$ cat src/hdl/flash_settings.svh
`ifndef FLASH_SETTINGS_SVH
`define FLASH_SETTINGS_SVH

// address and data widths
`define FLASH_ADDR_W 24
`define SRAM_ADDR_W 18
`define SRAM_DATA_W 16

// command fields
`define OPCODE_W 8
`define CMD_LEN_W 9

// flash geometry
`define PAGE_BYTES 256
`define SECTOR_PAGES 256
`define REGION_PAGES 2

// serial clock and fixed waits in 50 MHz cycles
`define SPI_HALF_CYCLES 2
`define TIMER_W 16
`define READ_SETTLE_CYCLES 250
`define PROGRAM_WAIT_CYCLES 2000
`define ERASE_WAIT_CYCLES 4000

`endif

$ cat src/hdl/flash_types_pkg.sv
`include "flash_settings.svh"

package flash_types_pkg;

	// sequencer FSM
	typedef enum logic [3:0] {
		IDLE,
		LOAD_CMD,
		LOAD_RUN,
		LOAD_SETTLE,
		READY,
		ERASE_CMD,
		ERASE_WAIT,
		PROG_CMD,
		PROG_WAIT,
		VERIFY_START
	} seq_state_t;

	// SPI NOR opcodes in use
	typedef enum logic [`OPCODE_W-1:0] {
		OP_PROGRAM = 8'h02,
		OP_READ    = 8'h03,
		OP_ERASE   = 8'hD8
	} flash_op_t;

endpackage

$ cat src/hdl/flash_map_pkg.sv
`include "flash_settings.svh"

package flash_map_pkg;

	typedef logic [`FLASH_ADDR_W-1:0] flash_addr_t;
	typedef logic [`SRAM_ADDR_W-1:0] sram_addr_t;

	typedef enum logic {
		REGION_USER,
		REGION_FACTORY
	} region_t;

	localparam flash_addr_t FLASH_USER_BASE    = 24'h0A0000;
	localparam flash_addr_t FLASH_FACTORY_BASE = 24'h0B0000;
	localparam sram_addr_t  SRAM_USER_BASE     = 18'h00000;
	localparam sram_addr_t  SRAM_FACTORY_BASE  = 18'h08000;

	function automatic flash_addr_t flash_base(region_t region);
		return (region == REGION_FACTORY) ? FLASH_FACTORY_BASE : FLASH_USER_BASE;
	endfunction

	function automatic sram_addr_t sram_base(region_t region);
		return (region == REGION_FACTORY) ? SRAM_FACTORY_BASE : SRAM_USER_BASE;
	endfunction

endpackage

$ cat src/hdl/spi_cmd_if.sv
`timescale 1ns/1ns
`include "flash_settings.svh"

interface spi_cmd_if;
	import flash_types_pkg::*;
	import flash_map_pkg::*;

	// one command per CS frame
	logic                  cmd_valid;
	logic                  cmd_ready;
	flash_op_t             cmd_op;
	flash_addr_t           cmd_addr;
	logic [`CMD_LEN_W-1:0] cmd_len;
	logic                  cmd_done;

	// byte streams without back-pressure
	logic                  tx_req;
	logic [7:0]            tx_byte;
	logic                  rx_valid;
	logic [7:0]            rx_byte;

	modport seq (
		output cmd_valid, cmd_op, cmd_addr, cmd_len,
		input  cmd_ready, cmd_done
	);

	modport engine (
		input  cmd_valid, cmd_op, cmd_addr, cmd_len, tx_byte,
		output cmd_ready, cmd_done, tx_req, rx_valid, rx_byte
	);

	modport mover (
		input  tx_req, rx_valid, rx_byte,
		output tx_byte
	);

endinterface

$ cat src/hdl/flash_wait_timer.sv
`timescale 1ns/1ns
`include "flash_settings.svh"

module flash_wait_timer (
	input  logic                i_clk_50m,
	input  logic                i_rst_n,
	input  logic                i_load,
	input  logic [`TIMER_W-1:0] i_cycles,
	output logic                o_done
);

	logic [`TIMER_W-1:0] r_count;

	// stops at zero until reloaded
	always_ff @(posedge i_clk_50m or negedge i_rst_n) begin
		if (!i_rst_n) begin
			r_count <= '0;
		end else if (i_load) begin
			r_count <= i_cycles;
		end else if (r_count != '0) begin
			r_count <= r_count - 1'b1;
		end
	end

	assign o_done = (r_count == '0);

endmodule

$ cat src/hdl/flash_sequencer.sv
`timescale 1ns/1ns
`include "flash_settings.svh"

module flash_sequencer (
	input  logic                     i_clk_50m,
	input  logic                     i_rst_n,
	input  logic                     i_load_user,
	input  logic                     i_save_user,
	input  logic                     i_save_factory,
	spi_cmd_if.seq                   cmd,
	output logic                     o_timer_load,
	output logic [`TIMER_W-1:0]      o_timer_cycles,
	input  logic                     i_timer_done,
	output logic                     o_move_start,
	output flash_map_pkg::sram_addr_t o_move_base,
	output logic                     o_move_drain,
	output logic                     o_busy,
	output logic                     o_load_done
);
	import flash_types_pkg::*;
	import flash_map_pkg::*;

	localparam int PAGE_W = $clog2(`REGION_PAGES + 1);

	seq_state_t        r_state;
	region_t           r_region;
	logic [PAGE_W-1:0] r_page_cnt;
	flash_addr_t       r_flash_addr;
	logic              r_timing;
	logic              w_accepted;
	logic              w_last_page;
	logic              w_start_load;
	logic              w_start_save;
	region_t           w_load_region;
	region_t           w_save_region;

	assign w_accepted  = cmd.cmd_valid && cmd.cmd_ready;
	assign w_last_page = (r_page_cnt == PAGE_W'(`REGION_PAGES - 1));

	assign cmd.cmd_valid = (r_state == LOAD_CMD) || (r_state == ERASE_CMD) ||
		(r_state == PROG_CMD);
	assign cmd.cmd_addr  = r_flash_addr;

	always_comb begin
		case (r_state)
			ERASE_CMD: begin
				cmd.cmd_op  = OP_ERASE;
				cmd.cmd_len = '0;
			end
			PROG_CMD: begin
				cmd.cmd_op  = OP_PROGRAM;
				cmd.cmd_len = `CMD_LEN_W'(`PAGE_BYTES);
			end
			default: begin
				cmd.cmd_op  = OP_READ;
				cmd.cmd_len = `CMD_LEN_W'(`PAGE_BYTES);
			end
		endcase
	end

	// wait starts on the edge that ends the frame
	always_comb begin
		o_timer_load   = 1'b0;
		o_timer_cycles = `TIMER_W'(`READ_SETTLE_CYCLES);
		case (r_state)
			LOAD_RUN: o_timer_load = cmd.cmd_done && w_last_page;
			ERASE_WAIT: begin
				o_timer_load   = cmd.cmd_done;
				o_timer_cycles = `TIMER_W'(`ERASE_WAIT_CYCLES);
			end
			PROG_WAIT: begin
				o_timer_load   = cmd.cmd_done;
				o_timer_cycles = `TIMER_W'(`PROGRAM_WAIT_CYCLES);
			end
			default: ;
		endcase
	end

	// save_user beats save_factory beats load
	assign w_start_save  = (r_state == READY) && (i_save_user || i_save_factory);
	assign w_save_region = i_save_user ? REGION_USER : REGION_FACTORY;
	assign w_start_load  = (r_state == IDLE) || (r_state == VERIFY_START) ||
		((r_state == READY) && i_load_user && !w_start_save);
	assign w_load_region = (r_state == VERIFY_START) ? r_region : REGION_USER;

	always_ff @(posedge i_clk_50m or negedge i_rst_n) begin
		if (!i_rst_n) begin
			r_state      <= IDLE;
			r_region     <= REGION_USER;
			r_page_cnt   <= '0;
			r_flash_addr <= FLASH_USER_BASE;
			r_timing     <= 1'b0;
			o_move_start <= 1'b0;
			o_move_base  <= SRAM_USER_BASE;
			o_move_drain <= 1'b0;
			o_busy       <= 1'b0;
			o_load_done  <= 1'b0;
		end else begin
			o_move_start <= 1'b0;
			o_load_done  <= 1'b0;
			if (w_start_load) begin
				r_region     <= w_load_region;
				r_page_cnt   <= '0;
				r_flash_addr <= flash_base(w_load_region);
				o_move_start <= 1'b1;
				o_move_base  <= sram_base(w_load_region);
				o_move_drain <= 1'b0;
				o_busy       <= 1'b0;
				r_state      <= LOAD_CMD;
			end else if (w_start_save) begin
				// both saves drain the user area
				r_region     <= w_save_region;
				r_page_cnt   <= '0;
				r_flash_addr <= flash_base(w_save_region);
				r_timing     <= 1'b0;
				o_move_start <= 1'b1;
				o_move_base  <= sram_base(REGION_USER);
				o_move_drain <= 1'b1;
				o_busy       <= 1'b1;
				r_state      <= ERASE_CMD;
			end else begin
				case (r_state)
					LOAD_CMD: if (w_accepted) r_state <= LOAD_RUN;
					LOAD_RUN: begin
						if (cmd.cmd_done) begin
							r_page_cnt   <= r_page_cnt + 1'b1;
							r_flash_addr <= r_flash_addr + `FLASH_ADDR_W'(`PAGE_BYTES);
							r_state      <= w_last_page ? LOAD_SETTLE : LOAD_CMD;
						end
					end
					LOAD_SETTLE: begin
						if (i_timer_done) begin
							o_load_done <= 1'b1;
							r_state     <= READY;
						end
					end
					ERASE_CMD: if (w_accepted) r_state <= ERASE_WAIT;
					ERASE_WAIT: begin
						if (cmd.cmd_done) begin
							r_timing <= 1'b1;
						end else if (r_timing && i_timer_done) begin
							r_timing <= 1'b0;
							r_state  <= PROG_CMD;
						end
					end
					PROG_CMD: if (w_accepted) r_state <= PROG_WAIT;
					PROG_WAIT: begin
						if (cmd.cmd_done) begin
							r_timing <= 1'b1;
						end else if (r_timing && i_timer_done) begin
							r_timing     <= 1'b0;
							r_page_cnt   <= r_page_cnt + 1'b1;
							r_flash_addr <= r_flash_addr + `FLASH_ADDR_W'(`PAGE_BYTES);
							if (w_last_page) begin
								r_state <= VERIFY_START;
							end else if (((int'(r_page_cnt) + 1) % `SECTOR_PAGES) == 0) begin
								r_state <= ERASE_CMD;
							end else begin
								r_state <= PROG_CMD;
							end
						end
					end
					default: ;
				endcase
			end
		end
	end

endmodule

$ cat src/hdl/spi_flash_master.sv
`timescale 1ns/1ns
`include "flash_settings.svh"

module spi_flash_master (
	input  logic     i_clk_50m,
	input  logic     i_rst_n,
	spi_cmd_if.engine cmd,
	output logic     o_flash_cs_n,
	output logic     o_flash_sclk,
	output logic     o_flash_mosi,
	input  logic     i_flash_miso
);
	import flash_types_pkg::*;
	import flash_map_pkg::*;

	localparam int DIV_W = $clog2(`SPI_HALF_CYCLES + 1);

	typedef enum logic [1:0] {
		ENG_IDLE,
		ENG_SHIFT,
		ENG_TAIL
	} eng_state_t;

	eng_state_t            r_state;
	logic [DIV_W-1:0]      r_div_cnt;
	logic [2:0]            r_bit_cnt;
	logic [`CMD_LEN_W-1:0] r_byte_cnt;
	logic [`CMD_LEN_W-1:0] r_last_idx;
	flash_op_t             r_op;
	flash_addr_t           r_addr;
	logic [7:0]            r_tx_shift;
	logic [7:0]            r_rx_shift;
	logic                  w_half_end;
	logic [`CMD_LEN_W-1:0] w_next_idx;
	logic [7:0]            w_next_byte;

	assign w_half_end = (r_div_cnt == DIV_W'(`SPI_HALF_CYCLES - 1));
	assign w_next_idx = r_byte_cnt + 1'b1;

	// byte 0 opcode, 1..3 address, then data
	always_comb begin
		case (w_next_idx)
			`CMD_LEN_W'(1): w_next_byte = r_addr[23:16];
			`CMD_LEN_W'(2): w_next_byte = r_addr[15:8];
			`CMD_LEN_W'(3): w_next_byte = r_addr[7:0];
			default:        w_next_byte = (r_op == OP_PROGRAM) ? cmd.tx_byte : 8'h00;
		endcase
	end

	assign cmd.cmd_ready = (r_state == ENG_IDLE);
	assign cmd.rx_byte   = r_rx_shift;
	assign o_flash_mosi  = r_tx_shift[7] & ~o_flash_cs_n;

	always_ff @(posedge i_clk_50m or negedge i_rst_n) begin
		if (!i_rst_n) begin
			r_state      <= ENG_IDLE;
			r_div_cnt    <= '0;
			r_bit_cnt    <= '0;
			r_byte_cnt   <= '0;
			o_flash_cs_n <= 1'b1;
			o_flash_sclk <= 1'b0;
			cmd.cmd_done <= 1'b0;
			cmd.tx_req   <= 1'b0;
			cmd.rx_valid <= 1'b0;
		end else begin
			cmd.cmd_done <= 1'b0;
			cmd.tx_req   <= 1'b0;
			cmd.rx_valid <= 1'b0;
			case (r_state)
				ENG_IDLE: begin
					if (cmd.cmd_valid && cmd.cmd_ready) begin
						o_flash_cs_n <= 1'b0;
						r_div_cnt    <= '0;
						r_bit_cnt    <= '0;
						r_byte_cnt   <= '0;
						r_state      <= ENG_SHIFT;
					end
				end
				ENG_SHIFT: begin
					r_div_cnt <= w_half_end ? '0 : r_div_cnt + 1'b1;
					if (w_half_end) begin
						o_flash_sclk <= ~o_flash_sclk;
						// a falling edge closes the bit
						if (o_flash_sclk) begin
							r_bit_cnt <= r_bit_cnt + 1'b1;
							if (r_bit_cnt == 3'd7) begin
								if (r_op == OP_READ && r_byte_cnt >= `CMD_LEN_W'(4))
									cmd.rx_valid <= 1'b1;
								if (r_byte_cnt == r_last_idx) begin
									r_state <= ENG_TAIL;
								end else begin
									r_byte_cnt <= w_next_idx;
									// fetch one byte ahead of the data phase
									if (r_op == OP_PROGRAM && w_next_idx >= `CMD_LEN_W'(3) &&
										w_next_idx < r_last_idx)
										cmd.tx_req <= 1'b1;
								end
							end
						end
					end
				end
				ENG_TAIL: begin
					r_div_cnt <= w_half_end ? '0 : r_div_cnt + 1'b1;
					if (w_half_end) begin
						o_flash_cs_n <= 1'b1;
						cmd.cmd_done <= 1'b1;
						r_state      <= ENG_IDLE;
					end
				end
				default: r_state <= ENG_IDLE;
			endcase
		end
	end

	// command fields and shift registers
	always_ff @(posedge i_clk_50m) begin
		if (r_state == ENG_IDLE && cmd.cmd_valid) begin
			r_op       <= cmd.cmd_op;
			r_addr     <= cmd.cmd_addr;
			r_last_idx <= cmd.cmd_len + `CMD_LEN_W'(3);
			r_tx_shift <= cmd.cmd_op;
		end else if (r_state == ENG_SHIFT && w_half_end) begin
			if (!o_flash_sclk) begin
				r_rx_shift <= {r_rx_shift[6:0], i_flash_miso};
			end else if (r_bit_cnt == 3'd7) begin
				r_tx_shift <= w_next_byte;
			end else begin
				r_tx_shift <= {r_tx_shift[6:0], 1'b0};
			end
		end
	end

endmodule

$ cat src/hdl/sram_page_mover.sv
`timescale 1ns/1ns
`include "flash_settings.svh"

module sram_page_mover (
	input  logic                      i_clk_50m,
	input  logic                      i_rst_n,
	input  logic                      i_start,
	input  flash_map_pkg::sram_addr_t i_base,
	input  logic                      i_drain,
	spi_cmd_if.mover                  bus,
	output logic                      o_sram_cs,
	output logic                      o_sram_we_n,
	output logic                      o_sram_rd_n,
	output flash_map_pkg::sram_addr_t o_sram_addr,
	output logic [`SRAM_DATA_W-1:0]   o_sram_wdata,
	input  logic [`SRAM_DATA_W-1:0]   i_sram_rdata
);
	import flash_map_pkg::*;

	localparam int REGION_WORDS = `REGION_PAGES * `PAGE_BYTES / 2;

	logic       r_odd;
	sram_addr_t r_moved;
	logic [7:0] r_hi_byte;
	logic [7:0] r_lo_byte;
	logic [7:0] r_tx_byte;

	assign bus.tx_byte = r_tx_byte;

	always_ff @(posedge i_clk_50m or negedge i_rst_n) begin
		if (!i_rst_n) begin
			o_sram_cs   <= 1'b0;
			o_sram_we_n <= 1'b1;
			o_sram_rd_n <= 1'b1;
			o_sram_addr <= '0;
			r_odd       <= 1'b0;
			r_moved     <= '0;
		end else if (i_start) begin
			o_sram_cs   <= 1'b1;
			o_sram_we_n <= 1'b1;
			o_sram_rd_n <= 1'b1;
			o_sram_addr <= i_base;
			r_odd       <= 1'b0;
			r_moved     <= '0;
		end else begin
			// single-cycle access, then next word
			if (!o_sram_we_n || !o_sram_rd_n) begin
				o_sram_we_n <= 1'b1;
				o_sram_rd_n <= 1'b1;
				o_sram_addr <= o_sram_addr + 1'b1;
				r_moved     <= r_moved + 1'b1;
				if (r_moved == sram_addr_t'(REGION_WORDS - 1))
					o_sram_cs <= 1'b0;
			end
			if (o_sram_cs && !i_drain && bus.rx_valid) begin
				r_odd <= ~r_odd;
				if (r_odd)
					o_sram_we_n <= 1'b0;
			end
			if (o_sram_cs && i_drain && bus.tx_req) begin
				r_odd <= ~r_odd;
				if (!r_odd)
					o_sram_rd_n <= 1'b0;
			end
		end
	end

	// first flash byte is the high half of the word
	always_ff @(posedge i_clk_50m) begin
		if (bus.rx_valid && !r_odd)
			r_hi_byte <= bus.rx_byte;
		if (bus.rx_valid && r_odd)
			o_sram_wdata <= {r_hi_byte, bus.rx_byte};
		if (!o_sram_rd_n) begin
			r_tx_byte <= i_sram_rdata[15:8];
			r_lo_byte <= i_sram_rdata[7:0];
		end else if (bus.tx_req && r_odd) begin
			r_tx_byte <= r_lo_byte;
		end
	end

endmodule

$ cat src/hdl/flash_control.sv
`timescale 1ns/1ns
`include "flash_settings.svh"

module flash_control (
	input  logic                    i_clk_50m,
	input  logic                    i_rst_n,
	output logic                    o_flash_cs_n,
	output logic                    o_flash_sclk,
	output logic                    o_flash_mosi,
	input  logic                    i_flash_miso,
	output logic                    o_sram_cs,
	output logic                    o_sram_we_n,
	output logic                    o_sram_rd_n,
	output logic [`SRAM_ADDR_W-1:0] o_sram_addr,
	output logic [`SRAM_DATA_W-1:0] o_sram_wdata,
	input  logic [`SRAM_DATA_W-1:0] i_sram_rdata,
	input  logic                    i_load_user,
	input  logic                    i_save_user,
	input  logic                    i_save_factory,
	output logic                    o_busy,
	output logic                    o_load_done
);
	import flash_map_pkg::*;

	logic                w_timer_load;
	logic [`TIMER_W-1:0] w_timer_cycles;
	logic                w_timer_done;
	logic                w_move_start;
	sram_addr_t          w_move_base;
	logic                w_move_drain;

	spi_cmd_if u_cmd ();

	flash_sequencer u_seq (
		.i_clk_50m      (i_clk_50m),
		.i_rst_n        (i_rst_n),
		.i_load_user    (i_load_user),
		.i_save_user    (i_save_user),
		.i_save_factory (i_save_factory),
		.cmd            (u_cmd.seq),
		.o_timer_load   (w_timer_load),
		.o_timer_cycles (w_timer_cycles),
		.i_timer_done   (w_timer_done),
		.o_move_start   (w_move_start),
		.o_move_base    (w_move_base),
		.o_move_drain   (w_move_drain),
		.o_busy         (o_busy),
		.o_load_done    (o_load_done)
	);

	flash_wait_timer u_timer (
		.i_clk_50m (i_clk_50m),
		.i_rst_n   (i_rst_n),
		.i_load    (w_timer_load),
		.i_cycles  (w_timer_cycles),
		.o_done    (w_timer_done)
	);

	spi_flash_master u_spi (
		.i_clk_50m    (i_clk_50m),
		.i_rst_n      (i_rst_n),
		.cmd          (u_cmd.engine),
		.o_flash_cs_n (o_flash_cs_n),
		.o_flash_sclk (o_flash_sclk),
		.o_flash_mosi (o_flash_mosi),
		.i_flash_miso (i_flash_miso)
	);

	sram_page_mover u_mover (
		.i_clk_50m    (i_clk_50m),
		.i_rst_n      (i_rst_n),
		.i_start      (w_move_start),
		.i_base       (w_move_base),
		.i_drain      (w_move_drain),
		.bus          (u_cmd.mover),
		.o_sram_cs    (o_sram_cs),
		.o_sram_we_n  (o_sram_we_n),
		.o_sram_rd_n  (o_sram_rd_n),
		.o_sram_addr  (o_sram_addr),
		.o_sram_wdata (o_sram_wdata),
		.i_sram_rdata (i_sram_rdata)
	);

endmodule

$ cat config.mk
export PLATFORM = sky130hd
export DESIGN_NAME = flash_control
export DESIGN_NICKNAME = d
export VERILOG_FILES = /design/src/hdl/flash_types_pkg.sv /design/src/hdl/flash_map_pkg.sv /design/src/hdl/spi_cmd_if.sv /design/src/hdl/flash_wait_timer.sv /design/src/hdl/flash_sequencer.sv /design/src/hdl/spi_flash_master.sv /design/src/hdl/sram_page_mover.sv /design/src/hdl/flash_control.sv
export VERILOG_INCLUDE_DIRS = /design/src /design/src/hdl
export SDC_FILE = /design/constraint.sdc
export NUM_CORES = 1
export LEC_CHECK = 0
export ABC_CLOCK_PERIOD_IN_PS = 2900
export BUFFER_PORTS_ARGS = -buffer_cell sky130_fd_sc_hd__buf_2
export CAP_MARGIN = 5
export CORE_MARGIN = 3
export CORE_UTILIZATION = 55
export CTS_CLUSTER_SIZE = 28
export DETAILED_ROUTE_END_ITERATION = 8
export PLACE_DENSITY = 0.8
export SLEW_MARGIN = 25
export SYNTH_ARGS = -nofsm -noshare
export SYNTH_HDL_FRONTEND = slang
export SYNTH_SLANG_ARGS = --single-unit
$ cat constraint.sdc
create_clock -name i_clk_50m -period 2.9 [get_ports i_clk_50m]
set_input_delay 0.435 -clock i_clk_50m [delete_from_list [all_inputs] [get_ports i_clk_50m]]
set_output_delay 0.435 -clock i_clk_50m [all_outputs]
set_load 0.01 [all_outputs]
==> flow_summary.ini <==
[setup_path]
cp_num_cells = 7
cp_slowest_cell = or4_1
cp_data_arrival_time_ps = 2910
required_ps = 3250
r2r_cells = 7
cp_cell_sequence = inv_1 > ha_1 > or3b_4 > nor4_4 > a31oi_4 > or4_1 > a21oi_1
crit_fanout = 26
max_stage_delay_ps = 590
cp_top_family = simple AND/OR/NAND/NOR gates
crit_buf_inv = 1
endpoint_kind = flip-flop
start_kind = flip-flop
path_class = reg2reg

[sta]
period_needed_ps = 2552
hold_viol_final = 0
finalClockSkew_ps = 5.427
tightest_slew_ps = 824.2
period_share = 0.8801
drv_slew = 0
relSlewSlack = 0.4506
rsz0062_at_grt = false
timing.hold.ws_ps = 19.63
fmax_mhz = 391.8
setup_viol = 0
timing.setup.tns_ps = 0

[floorplanning]
top_level_ports = 64
die-area_um2 = 17210
num_rows = 45
start_util = 0.5650
die-width_um = 131.2
core_area_um2 = 15260
die_height_um = 131.2

[drt]
drcViolationCount = 0
routed.top_layer = met4
drtIter0Drc = 517
drt_first_pass_iters = 6
wl_mm = 17.40
routed_via_density = 5.885
wl_met2_mm = 8.503
wl_per_cell_um = 16.27
ant_nets = 0
wl_met1_mm = 7.823
vias = 6291
routed-wl-met3_um = 842

[cts]
clockRootBuffer = clkbuf_16
clk_pin_slew_ps = 70
numCtsBuffers = 17
cts_resized = 0
cts_hold_buf = 0
cts_buffer_depth = 2
h-tree-depth = 4
clk_latency_ps = 440
post_cts_buffers = 0
cts.sinks = 181
cts_tree = built

[synthesis]
yosys_warnings = 0
syn_avg_cell_area_um2 = 11.01
yosys_register_bits = 181
synth_ff_type = dfrtp_1
synth.yosys.seq_area_share = 0.5702
synth_common_cells = dfrtp_1 (100), edfxtp_1 (76), nand2_1 (65), nor2_1 (57), o21ai_0 (43)
ys_top_cells_by_area = dfrtp_1 (29%), edfxtp_1 (26%), nand2_1 (2.8%)
synthDistinctLibCells = 71
synthCells = 783
synthesis.area_um2 = 8621
synth-edff-count = 76
synth.most_common_cell = dfrtp_1
synthArstFlopShare = 0.5801
synth_top_cell_area_share = 0.2903
yosys.area.top_type = dfrtp_1
synth_fp_nets = 821

[global_route]
grt.overflow.total = 0
grt_pass1_vias = 6034
antenna_found_initial = 0
grt_max_degree = 47
grtUsageTotal = 0.2062
grt_first_pass_wirelength_mm = 29.19

[power]
p_per_area_nw_per_um2 = 508.7
vdd_drop_max_uv = 454.5
leakagePower_nw = 4.177

[layout]
final_nets = 884
instances_no_fill = 1069
multi_input_area_um2 = 3457
nFillCells = 1149
final_util = 0.6414
area_growth_pct = 13.53
seq_area_um2 = 4916
layout-drive-gt1-share = 0.1667
diodes = 0
design_area_um2 = 9787

[place]
gpl.final_weighted_congestion = 0.8689
dp_cells = 1038
post-dp-hpwl_mm = 11.69
placed_cell_area_um2 = 9204
port_buffers = 63

[hold_path]
hold_class = in2async

[status]
status = completed

[run]
cap_violations = 0
## path summary, 6_finish.rpt
check                                               startpoint                            endpoint  slack [ps]
worst min-delay path                                   i_rst_n     u_spi.r_byte_cnt[5]$_DFFE_PN0P_          20
worst min register to register  u_mover.r_hi_byte[5]$_DFFE_PP_  u_mover.o_sram_wdata[13]$_DFFE_PP_         420
max in group asynchronous                              i_rst_n  u_seq.cmd.cmd_addr[19]$_DFFE_PN1P_        2200
worst max-delay path            u_timer.r_count[0]$_DFFE_PN0P_  u_seq.cmd.cmd_addr[13]$_DFFE_PN0P_         350
worst max register to register  u_timer.r_count[0]$_DFFE_PN0P_  u_seq.cmd.cmd_addr[13]$_DFFE_PN0P_         350
min in group i_clk_50m                         i_sram_rdata[6]      u_mover.r_lo_byte[6]$_DFFE_PN_         170
## area by class of cell
class	count	area share
Clock buffer	17	0.04347
Clock inverter	14	0.01521
Timing Repair Buffer	78	0.04654
Tap cell	211	0.02698
Sequential cell	181	0.5023
Inverter	32	0.01227
Multi-Input combinational cell	536	0.3532
## metrics by stage
step | total power [W] | setup slack (ps)
3_3_place_gp | 0.002759 | 372.1
5_1_grt | 0.005132 | 103.2
4_1_cts | 0.005013 | 213.9
6_report | 0.004978 | 347.8
3_5_place_dp | 0.002761 | 291.9
2_1_floorplan | 0.002708 | 513.7
## report_power, final
part / switching, W / internal [W]
combinational: 0.0000349 / 0.0000162
sequential: 0 / 0.00266
clock: 0.000998 / 0.00127
total: 0.00103 / 0.00395
## per-layer routing
metal	vias to the layer above	track usage
met5	-	0
met4	0	0.07060
met2	158	0.3298
met3	16	0.04211
li1	3023	-
met1	3094	0.2841
## flip-flops by register name, indices dropped and copies added, names as in the netlist, 4 cells and up
name	count
u_spi.cmd.rx_byte	8
u_spi.r_addr	16
u_mover.r_hi_byte	8
u_mover.o_sram_wdata	16
u_seq.cmd.cmd_addr	16
u_timer.r_count	16
u_mover.r_lo_byte	8
u_seq.r_state	4
u_mover.o_sram_addr	18
u_spi.r_tx_shift	8
u_mover.bus.tx_byte	8
u_spi.r_byte_cnt	9
u_mover.r_moved	18
## logic make-up after synthesis
family | Yosys count | share of synthesized area
AO/OA/AOI/OAI | 169 | 0.1299
flip-flops | 181 | 0.5702
XOR/XNOR | 44 | 0.04470
AND/OR/NAND/NOR | 287 | 0.1774
buffers and inverters | 66 | 0.02975
multiplexers | 20 | 0.02482
adder cells (fa/ha/maj) | 16 | 0.02322
## cells in the final DEF, fill, tap and decap left out, drive strengths merged, types with 10 or more instances in the layout
cell type	instances
a21oi	42
and3	10
buf	78
clkbuf	17
dfrtp	100
edfxtp	76
ha	16
inv	38
mux2	11
nand2	65
nand3	29
nand4	15
nor2	57
nor3	21
nor4	12
o21ai	44
o31ai	15
or3	22
or4	11
xnor2	25
xor2	19
Power figures use the tool's default switching activity.
